### src/source/histPkg.sv
package histPkg;

    // coarse bin code, 16 bins per pixel
    localparam int BinBits = 4;
    localparam int Bins = 2 ** BinBits;

    // pixel index
    localparam int PixelBits = 1;
    localparam int Pixels = 2 ** PixelBits;

    // count memory holds every bin of every pixel
    localparam int BinsTotal = Pixels * Bins;
    // address is {pixel, bin}
    localparam int AddrBits = PixelBits + BinBits;

    // counts saturate at all ones
    localparam int CountBits = 8;

    // fine time units, one coarse bin spans 2**FineShift of them
    localparam int FineBits = 6;
    localparam int FineShift = FineBits - BinBits;
    localparam int FineMax = 2 ** FineBits - 1;
    // half of the search window
    localparam int HalfSpan = 2 ** (BinBits - 1);

    // one record per pixel at frame end
    typedef struct packed {
        logic [PixelBits-1:0] pixel;
        logic [BinBits-1:0]   bin;
        logic [CountBits-1:0] count;
        logic [FineBits-1:0]  windowLow;
        logic [FineBits-1:0]  windowHigh;
    } peakResult_t;

endpackage
### src/source/binUpdateIf.sv
interface binUpdateIf;

    import histPkg::*;

    // one histogram update per accepted sample
    logic                 valid;
    logic [PixelBits-1:0] pixel;
    logic [BinBits-1:0]   bin;
    // count after the increment
    logic [CountBits-1:0] count;
    // update belongs to the last sample of the frame
    logic                 last;

    // memory side drives
    modport source (
        output valid, pixel, bin, count, last
    );

    // tracker side, no ready since it always takes the update
    modport sink (
        input valid, pixel, bin, count, last
    );

endinterface

### src/source/histogramPeakFinder.sv
module histogramPeakFinder #(
    parameter int SamplesPerPixel = 2,
    parameter int Acquisitions = 2,
    parameter int QueueDepth = 4
) (
    input  logic                          clk,
    input  logic                          combin_res,
    input  logic                          sampleValid,
    input  logic [histPkg::BinBits-1:0]   sampleBin,
    output logic                          sampleReady,
    output logic                          peakValid,
    input  logic                          peakReady,
    output logic [histPkg::PixelBits-1:0] peakPixel,
    output logic [histPkg::BinBits-1:0]   peakBin,
    output logic [histPkg::CountBits-1:0] peakCount,
    output logic [histPkg::FineBits-1:0]  windowLow,
    output logic [histPkg::FineBits-1:0]  windowHigh
);

    import histPkg::*;

    // sequencer to memory
    logic [PixelBits-1:0] samplePixel;
    logic                 frameLast;
    // tracker and queue status back to the sequencer
    logic                 walkBusy;
    logic                 queueRoom;
    // frame-end walk
    logic                 trkPush;
    logic [PixelBits-1:0] trkPixel;
    logic [BinBits-1:0]   trkBin;
    logic [CountBits-1:0] trkCount;
    peakResult_t          windowResult;
    peakResult_t          headResult;

    // memory to tracker
    binUpdateIf updBus ();

    frameSequencer #(
        .SamplesPerPixel(SamplesPerPixel),
        .Acquisitions(Acquisitions)
    ) uSequencer (
        .clk(clk),
        .combin_res(combin_res),
        .sampleValid(sampleValid),
        .walkBusy(walkBusy),
        .queueRoom(queueRoom),
        .sampleReady(sampleReady),
        .samplePixel(samplePixel),
        .frameLast(frameLast)
    );

    binCountRam uRam (
        .clk(clk),
        .combin_res(combin_res),
        .sampleValid(sampleValid),
        .sampleReady(sampleReady),
        .sampleBin(sampleBin),
        .samplePixel(samplePixel),
        .frameLast(frameLast),
        .upd(updBus.source)
    );

    peakTracker uTracker (
        .clk(clk),
        .combin_res(combin_res),
        .upd(updBus.sink),
        .walkBusy(walkBusy),
        .peakPush(trkPush),
        .peakPixel(trkPixel),
        .peakBin(trkBin),
        .peakCount(trkCount)
    );

    windowCalc uWindow (
        .peakPixel(trkPixel),
        .peakBin(trkBin),
        .peakCount(trkCount),
        .result(windowResult)
    );

    resultQueue #(
        .payload_t(peakResult_t),
        .QueueDepth(QueueDepth)
    ) uQueue (
        .clk(clk),
        .combin_res(combin_res),
        .push(trkPush),
        .pushData(windowResult),
        .popReady(peakReady),
        .popValid(peakValid),
        .popData(headResult),
        .room(queueRoom)
    );

    // queue head onto the output pins
    assign peakPixel = headResult.pixel;
    assign peakBin = headResult.bin;
    assign peakCount = headResult.count;
    assign windowLow = headResult.windowLow;
    assign windowHigh = headResult.windowHigh;

endmodule

### src/source/resultQueue.sv
module resultQueue #(
    parameter type payload_t = logic [7:0],
    parameter int  QueueDepth = 4
) (
    input  logic     clk,
    input  logic     combin_res,
    input  logic     push,
    input  payload_t pushData,
    input  logic     popReady,
    output logic     popValid,
    output payload_t popData,
    output logic     room
);

    import histPkg::*;

    localparam int PtrBits = (QueueDepth > 1) ? $clog2(QueueDepth) : 1;
    localparam int UsedBits = $clog2(QueueDepth + 1);

    payload_t             slots [QueueDepth];
    logic [PtrBits-1:0]   wrPtr;
    logic [PtrBits-1:0]   rdPtr;
    logic [UsedBits-1:0]  used;
    logic                 doPush;
    logic                 doPop;

    // wrap for depths that are not a power of two
    function automatic logic [PtrBits-1:0] nextPtr(input logic [PtrBits-1:0] ptr);
        nextPtr = (ptr == PtrBits'(QueueDepth - 1)) ? '0 : ptr + 1'b1;
    endfunction

    // head stays put until taken
    assign popValid = (used != '0);
    assign popData = slots[rdPtr];
    assign doPop = popValid && popReady;
    assign doPush = push && (used != UsedBits'(QueueDepth));
    // free space for one frame of results
    assign room = (UsedBits'(QueueDepth) - used) >= UsedBits'(Pixels);

    always_ff @(posedge clk or negedge combin_res) begin
        if (!combin_res) begin
            wrPtr <= '0;
            rdPtr <= '0;
            used <= '0;
        end else begin
            if (doPush) begin
                wrPtr <= nextPtr(wrPtr);
            end
            if (doPop) begin
                rdPtr <= nextPtr(rdPtr);
            end
            used <= used + UsedBits'(doPush) - UsedBits'(doPop);
        end
    end

    always_ff @(posedge clk) begin
        if (doPush) begin
            slots[wrPtr] <= pushData;
        end
    end

endmodule

### src/source/windowCalc.sv
module windowCalc (
    input  logic [histPkg::PixelBits-1:0] peakPixel,
    input  logic [histPkg::BinBits-1:0]   peakBin,
    input  logic [histPkg::CountBits-1:0] peakCount,
    output histPkg::peakResult_t          result
);

    import histPkg::*;

    // window limits at fine width
    localparam logic [FineBits-1:0] Half = FineBits'(HalfSpan);
    localparam logic [FineBits-1:0] Span = FineBits'(2 * HalfSpan);
    localparam logic [FineBits-1:0] Top = FineBits'(FineMax);

    // start of the peak bin in fine units
    logic [FineBits-1:0] centre;

    assign centre = FineBits'(peakBin) << FineShift;

    always_comb begin
        result.pixel = peakPixel;
        result.bin = peakBin;
        result.count = peakCount;
        // near zero, pin the window to the bottom
        if (centre <= Half) begin
            result.windowLow = '0;
            result.windowHigh = Span;
        // near the top, pin it to FineMax
        end else if (centre >= Top - Half) begin
            result.windowLow = Top - Span;
            result.windowHigh = Top;
        end else begin
            // centred on the peak
            result.windowLow = centre - Half;
            result.windowHigh = centre + Half;
        end
    end

endmodule

### src/source/peakTracker.sv
module peakTracker (
    input  logic                          clk,
    input  logic                          combin_res,
    binUpdateIf.sink                      upd,
    output logic                          walkBusy,
    output logic                          peakPush,
    output logic [histPkg::PixelBits-1:0] peakPixel,
    output logic [histPkg::BinBits-1:0]   peakBin,
    output logic [histPkg::CountBits-1:0] peakCount
);

    import histPkg::*;

    // running maximum and its bin, per pixel
    logic [CountBits-1:0] maxCount [Pixels];
    logic [BinBits-1:0]   maxBin [Pixels];
    // result walk over the pixels
    logic                 walkActive;
    logic [PixelBits-1:0] walkIdx;
    logic                 frameDone;
    logic                 newPeak;

    assign frameDone = upd.valid && upd.last;
    // strictly greater, ties keep the earlier bin
    assign newPeak = upd.valid && (upd.count > maxCount[upd.pixel]);

    // busy already while the last update is arriving
    assign walkBusy = walkActive || frameDone;

    // one pixel per cycle towards the window stage
    assign peakPush = walkActive;
    assign peakPixel = walkIdx;
    assign peakBin = maxBin[walkIdx];
    assign peakCount = maxCount[walkIdx];

    always_ff @(posedge clk or negedge combin_res) begin
        if (!combin_res) begin
            for (int i = 0; i < Pixels; i++) begin
                maxCount[i] <= '0;
                maxBin[i] <= '0;
            end
            walkActive <= 1'b0;
            walkIdx <= '0;
        end else begin
            if (newPeak) begin
                maxCount[upd.pixel] <= upd.count;
                maxBin[upd.pixel] <= upd.bin;
            end
            // last update is absorbed above, walk starts next cycle
            if (frameDone) begin
                walkActive <= 1'b1;
                walkIdx <= '0;
            end
            if (walkActive) begin
                // entry goes out and is zeroed for the next frame
                maxCount[walkIdx] <= '0;
                maxBin[walkIdx] <= '0;
                walkIdx <= walkIdx + 1'b1;
                if (walkIdx == PixelBits'(Pixels - 1)) begin
                    walkActive <= 1'b0;
                end
            end
        end
    end

endmodule

### src/source/binCountRam.sv
module binCountRam (
    input  logic                          clk,
    input  logic                          combin_res,
    input  logic                          sampleValid,
    input  logic                          sampleReady,
    input  logic [histPkg::BinBits-1:0]   sampleBin,
    input  logic [histPkg::PixelBits-1:0] samplePixel,
    input  logic                          frameLast,
    binUpdateIf.source                    upd
);

    import histPkg::*;

    // counts, one word per pixel and bin
    logic [CountBits-1:0] countMem [BinsTotal];
    // word holds a count of the current frame
    logic [BinsTotal-1:0] binValid;
    logic [AddrBits-1:0]  addr;
    logic                 accept;
    logic [CountBits-1:0] oldCount;
    logic [CountBits-1:0] newCount;

    assign accept = sampleValid && sampleReady;
    assign addr = {samplePixel, sampleBin};

    // combinational read, so a hit right after a write sees the new value
    // stale words from an older frame read as zero
    assign oldCount = binValid[addr] ? countMem[addr] : '0;
    // saturating increment
    assign newCount = (oldCount == {CountBits{1'b1}}) ? oldCount : oldCount + 1'b1;

    always_ff @(posedge clk or negedge combin_res) begin
        if (!combin_res) begin
            binValid <= '0;
            upd.valid <= 1'b0;
            upd.last <= 1'b0;
        end else begin
            upd.valid <= accept;
            upd.last <= accept && frameLast;
            // whole histogram is dropped while the last update is out
            if (upd.valid && upd.last) begin
                binValid <= '0;
            end else if (accept) begin
                binValid[addr] <= 1'b1;
            end
        end
    end

    // write back and publish the new count
    always_ff @(posedge clk) begin
        if (accept) begin
            countMem[addr] <= newCount;
            upd.pixel <= samplePixel;
            upd.bin <= sampleBin;
            upd.count <= newCount;
        end
    end

endmodule

### src/source/frameSequencer.sv
module frameSequencer #(
    parameter int SamplesPerPixel = 2,
    parameter int Acquisitions = 2
) (
    input  logic                          clk,
    input  logic                          combin_res,
    input  logic                          sampleValid,
    input  logic                          walkBusy,
    input  logic                          queueRoom,
    output logic                          sampleReady,
    output logic [histPkg::PixelBits-1:0] samplePixel,
    output logic                          frameLast
);

    import histPkg::*;

    // counter widths, at least one bit each
    localparam int SampleBits = (SamplesPerPixel > 1) ? $clog2(SamplesPerPixel) : 1;
    localparam int AcqBits = (Acquisitions > 1) ? $clog2(Acquisitions) : 1;

    logic [SampleBits-1:0] sampleCnt;
    logic [PixelBits-1:0]  pixelCnt;
    logic [AcqBits-1:0]    acqCnt;
    logic                  accept;
    logic                  lastSample;
    logic                  lastPixel;
    logic                  lastAcq;

    assign accept = sampleValid && sampleReady;

    // wrap points of the nested counters
    assign lastSample = (sampleCnt == SampleBits'(SamplesPerPixel - 1));
    assign lastPixel = (pixelCnt == PixelBits'(Pixels - 1));
    assign lastAcq = (acqCnt == AcqBits'(Acquisitions - 1));

    // the sample on the input now closes the frame
    assign frameLast = lastSample && lastPixel && lastAcq;
    assign samplePixel = pixelCnt;

    always_ff @(posedge clk or negedge combin_res) begin
        if (!combin_res) begin
            sampleCnt <= '0;
            pixelCnt <= '0;
            acqCnt <= '0;
            sampleReady <= 1'b0;
        end else begin
            // samples inside a pixel, then pixels, then passes
            if (accept) begin
                if (lastSample) begin
                    sampleCnt <= '0;
                    if (lastPixel) begin
                        pixelCnt <= '0;
                        acqCnt <= lastAcq ? '0 : acqCnt + 1'b1;
                    end else begin
                        pixelCnt <= pixelCnt + 1'b1;
                    end
                end else begin
                    sampleCnt <= sampleCnt + 1'b1;
                end
            end
            // stall from frame end until the results are out of the tracker
            // and the queue can take a whole frame of them
            if (accept && frameLast) begin
                sampleReady <= 1'b0;
            end else if (!sampleReady && !walkBusy && queueRoom) begin
                sampleReady <= 1'b1;
            end
        end
    end

endmodule

### config.mk
export PLATFORM = sky130hd
export DESIGN_NAME = histogramPeakFinder
export DESIGN_NICKNAME = d
export VERILOG_FILES = /design/src/source/histPkg.sv /design/src/source/binUpdateIf.sv /design/src/source/histogramPeakFinder.sv /design/src/source/resultQueue.sv /design/src/source/windowCalc.sv /design/src/source/peakTracker.sv /design/src/source/binCountRam.sv /design/src/source/frameSequencer.sv
export SDC_FILE = /design/constraint.sdc
export NUM_CORES = 1
export LEC_CHECK = 0
export ABC_AREA = 0
export ABC_CLOCK_PERIOD_IN_PS = 4700
export BUFFER_PORTS_ARGS = -buffer_cell sky130_fd_sc_hd__buf_4
export CAP_MARGIN = 20
export CORE_UTILIZATION = 62
export CTS_CLUSTER_DIAMETER = 150
export DETAILED_ROUTE_END_ITERATION = 10
export PLACE_DENSITY = 0.91
export SLEW_MARGIN = 10
export SYNTH_ARGS = -nofsm -noshare
export SYNTH_HDL_FRONTEND = slang
export SYNTH_SLANG_ARGS = --single-unit
### constraint.sdc
create_clock -name clk -period 4.7 [get_ports clk]
set_input_delay 0 -clock clk [delete_from_list [all_inputs] [get_ports clk]]
set_output_delay 0 -clock clk [all_outputs]
set_load 0.05 [all_outputs]
==> key figures <==
Die
  – Ports: 35
  – Rows: 60
  – Starting Density: 63.7%
  – Die Wd: ~170 um
  – Core area: approximately 0.027 mm^2
  – Die height: 169 um
  – Full die area: around 0.029 mm^2

Clock tree
  – Root Buffer Master: clkbuf_16
  – Clock sink count: 420
  – Total CTS buffers: 41
  – Maximum root-to-sink buffer count: 3
  – Clock-pin slew on the worst setup and hold paths: 60 ps
  – CTS resizes: 0
  – Skew-Pair Late Insertion Delay: 540 ps
  – CTS tree: built
  – H-tree depth: 2

Min path
  – Hold path endpoint: uQueue.rdPtr[1]$_DFFE_PN0P_
  – Hold Path Class: in2reg
  – Hold path depth: 3
  – Hold path start: peakReady

Global route
  – All-Layer GR Usage: roughly 29%
  – First-pass GRT wire length: 60100 um
  – Largest net degree at the start of global routing: 72
  – Global route overflow: 0
  – Vias in the first global route: 9718
  – Initial antenna violation count: 0

Routing
  – Wire length per cell: 26.8 um
  – WL final: 40000 um
  – DR vias: roughly 9800
  – DRC: 0
  – Metal3 WL: ~3000 um
  – Met1 Wirelength: 15300 um
  – Vias per std cell: about 6.5
  – WL met2: 19900 um
  – Post-route ant nets: 0
  – Top Layer Used: met4
  – Drt first-iter violations: 1246
  – DRT Pass-1 Iters: 5

Yosys
  – Top_reg_cell synth: edfxtp_1
  – EDFF count, synth: 349
  – Syn nets: about 1100
  – Gate count of the mapped netlist: just over 1000
  – Synth async-reset ratio: between 10% and 20%
  – Syn_area_per_cell: 16.7 um^2
  – Sequential element share of the synthesized area: a little under three quarters
  – Cell area after synthesis: 0.0173 mm^2
  – Synth unique cells: 52
  – Number of synthesized register bits: 420
  – Yosys warns: 0

Pwr
  – Sw Ratio: around a third
  – Clock power frac: between 20% and 30%
  – Power Total: around 12 mW
  – Peak VDD IR: between 400 and 500 uV
  – Leakage: 7.19 nW
  – Sw power: 3.94 mW
  – Seq pwr share: around 45%
  – Pint: between 8 and 9 mW
  – Comb power frac: between 20% and 30%
  – Power density cells: 619 mW/mm^2

Timing
  – Final Max Tran Viols: 0
  – Worst slew pin tran: around 1100 ps
  – Max-Slew Margin vs Limit: between 20% and 30%
  – Max Freq: approximately 240 MHz
  – Skew final: approximately 16 ps
  – Final hold vios: 0
  – Tmin final: ~4100 ps
  – Final setup violation count: 0
  – RSZ-0062 raised after global routing: no
  – Setup_tns: 0 ps
  – Setup ws final: 590 ps
  – Final Cycle Share: around 87%

Placement
  – DP Worst Slack: 618 ps
  – Dpl hpwl: around 26000 um
  – Gpl congestion: ~0.95
  – PortBufs: 34

Worst setup path
  – Worst reg2reg setup slack: 590 ps
  – Crit path max fanout: 19
  – RR Startpoint: uSequencer.samplePixel$_DFFE_PN0P_
  – Crit end category: flop
  – Worst path slowest cell: xor2_2
  – FF-to-FF path depth: 11
  – WP data required: around 5100 ps
  – Crit path top cell by count: buf_4
  – Critical Path AT: roughly 4500 ps
  – Critical path class: reg2reg
  – Slowest stage delay, CP: around 630 ps
  – Critical path cell sequence: buf_4 -> or4b_4 -> o22ai_1 -> nor4_1 -> nand2_2 -> and2_1 -> ha_1 -> nand4_4 -> o31ai_2 -> xor2_2 -> buf_4
  – Startpoint Class: flop
  – FF-to-FF End: uRam.countMem[17][2]$_DFFE_PP_

Finish
  – Nets: 1121
  – Register area: roughly 0.012 mm^2
  – Fill cells: 1599
  – Area growth syn-to-layout: 12.3%
  – Antenna cells: 0
  – Multi-input gate area: between 0.004 and 0.005 mm^2
  – Share of cells above drive strength 1: approximately 17%

Run
  – Max-cap violations: 0

Status
  – Outcome: completed
## synthesized netlist by cell type (3+ instances only)
library cell	number	area (um^2)
a211oi_1	3	22.5
a21o_1	6	45.0
a21oi_1	7	35.0
and2_1	7	43.8
buf_1	4	15.0
buf_2	27	135
buf_4	9	67.6
buf_6	5	56.3
clkbuf_1	13	48.8
dfrtp_1	71	1780
edfxtp_1	349	10500
ha_1	22	275
inv_1	16	60.1
mux2_2	13	146
mux2i_1	178	1780
mux4_2	20	450
nand2_1	15	56.3
nand2_2	8	50.1
nand3_1	8	40.0
nand3b_1	4	30.0
nand4_1	3	18.8
nand4bb_1	6	67.6
nor2_1	64	240
nor2b_1	4	25.0
nor3_1	4	20.0
nor4_1	18	113
o21a_1	34	255
o21ai_0	6	30.0
o22ai_1	71	444
or3_1	3	18.8
or3b_2	3	26.3
xnor2_1	7	61.3
## kinds of logic (layout without fill, tap and decap cells)
group | Yosys count | count (layout) | synth area share (%)
DFF | 420 | 420 | 71.0
muxes | 212 | 212 | 13.8
and+or+nand+nor | 165 | 165 | 5.61
AOI/OAI and AO/OA | 132 | 132 | 5.13
buffers and inverters | 74 | 161 | 2.22
adders and majority gates | 23 | 23 | 1.71
xor gates and xnor gates | 9 | 9 | 0.457
## through the flow
step	instances	util (%)	instance area, um^2	hold WS [ps]
2_1_floorplan	1035	-	17300	-296
3_3_place_gp	1409	66.1	17900	202
3_5_place_dp	1410	66.2	17900	219
4_1_cts	1490	71.2	19300	18.3
5_1_grt	1494	71.5	19400	29.2
6_report	1494	71.5	19400	28.9
## registers in the layout, indices dropped and copies added (netlist names), 2 cells and up
signal	cells
uQueue.rdPtr	2
uTracker.maxCount	16
uQueue.used	3
uRam.countMem	256
uTracker.maxBin	8
uQueue.wrPtr	2
uRam.binValid	32
uRam.upd.bin	4
uQueue.slots	80
uRam.upd.count	8
## cells in the final DEF (no fill, tap or decap), types with 6 or more instances in the layout
cell,instances
dlygate4sd3_1,6
mux2_2,13
a21o_1,6
nand4bb_1,6
clkbuf_8,6
ha_1,22
mux2i_1,177
nand2_2,8
buf_4,57
o22ai_1,71
and2_1,7
nand3_1,8
nor4_1,18
clkbuf_1,9
xnor2_1,6
inv_1,16
clkbuf_16,41
clkinv_2,6
mux4_2,20
dfrtp_1,71
a21oi_1,7
nor2_1,64
o21ai_0,6
edfxtp_1,349
o21a_1,34
clkinv_1,7
nand2_1,15
## routing by layer
layer | up-vias | global-route usage (%)
met5 | - | 0
met4 | 0 | 11.9
met3 | 118 | 4.09
met2 | 577 | 48.6
met1 | 4905 | 38.5
li1 | 4158 | -
## how the worst max path moves through the flow
stage | to | slack (ps) | startpoint | cells after the start
CTS | uRam.countMem[25][7]$_DFFE_PP_ | 580 | uSequencer.samplePixel$_DFFE_PN0P_ | 10
global route | uRam.countMem[17][2]$_DFFE_PP_ | 420 | uSequencer.samplePixel$_DFFE_PN0P_ | 11
finish | uRam.countMem[17][2]$_DFFE_PP_ | 590 | uSequencer.samplePixel$_DFFE_PN0P_ | 11
global placement | uRam.countMem[18][7]$_DFFE_PP_ | 770 | uSequencer.samplePixel$_DFFE_PN0P_ | 10
floorplan | uRam.countMem[0][6]$_DFFE_PP_ | 1080 | uSequencer.samplePixel$_DFFE_PN0P_ | 11
detailed placement | uRam.countMem[16][7]$_DFFE_PP_ | 620 | uSequencer.samplePixel$_DFFE_PN0P_ | 10
## cell type report
class / instances / area share (%)
clock inverter: 20 / 0.937
inverter: 16 / 0.310
timing repair buffer: 70 / 3.20
sequential: 420 / 63.3
tap: 372 / 2.40
clock buffer: 55 / 5.83
multi-input combinational: 541 / 24.1
## worst max-delay path: cells and delay by family, from the launching register on
family | cells | cell delay, ps
compound gates | 2 | 480
xor+xnor | 1 | 630
fa+ha+maj | 1 | 300
simple gates | 5 | 1310
buf+inv | 2 | 640
flops | 1 | 560
## power by group through the flow
| stage | sequential, mW | combinational, mW | clock [mW] |
|---|---|---|---|
| after global routing | 5.47 | 3.56 | 3.37 |
| after detailed placement | 5.48 | 3.28 | 0 |
| after floorplan | 5.30 | 2.37 | 0 |
| final | 5.42 | 3.36 | 3.21 |
| after CTS | 5.42 | 3.33 | 3.22 |
| after global placement | 5.43 | 3.13 | 0 |
## timing repair
action / in CTS / in global routing
hold buffers: 5 / 1
setup buffers: 0 / 0
hold endpoints to repair: 75 / 12
(Power assumes the default switching activity.)
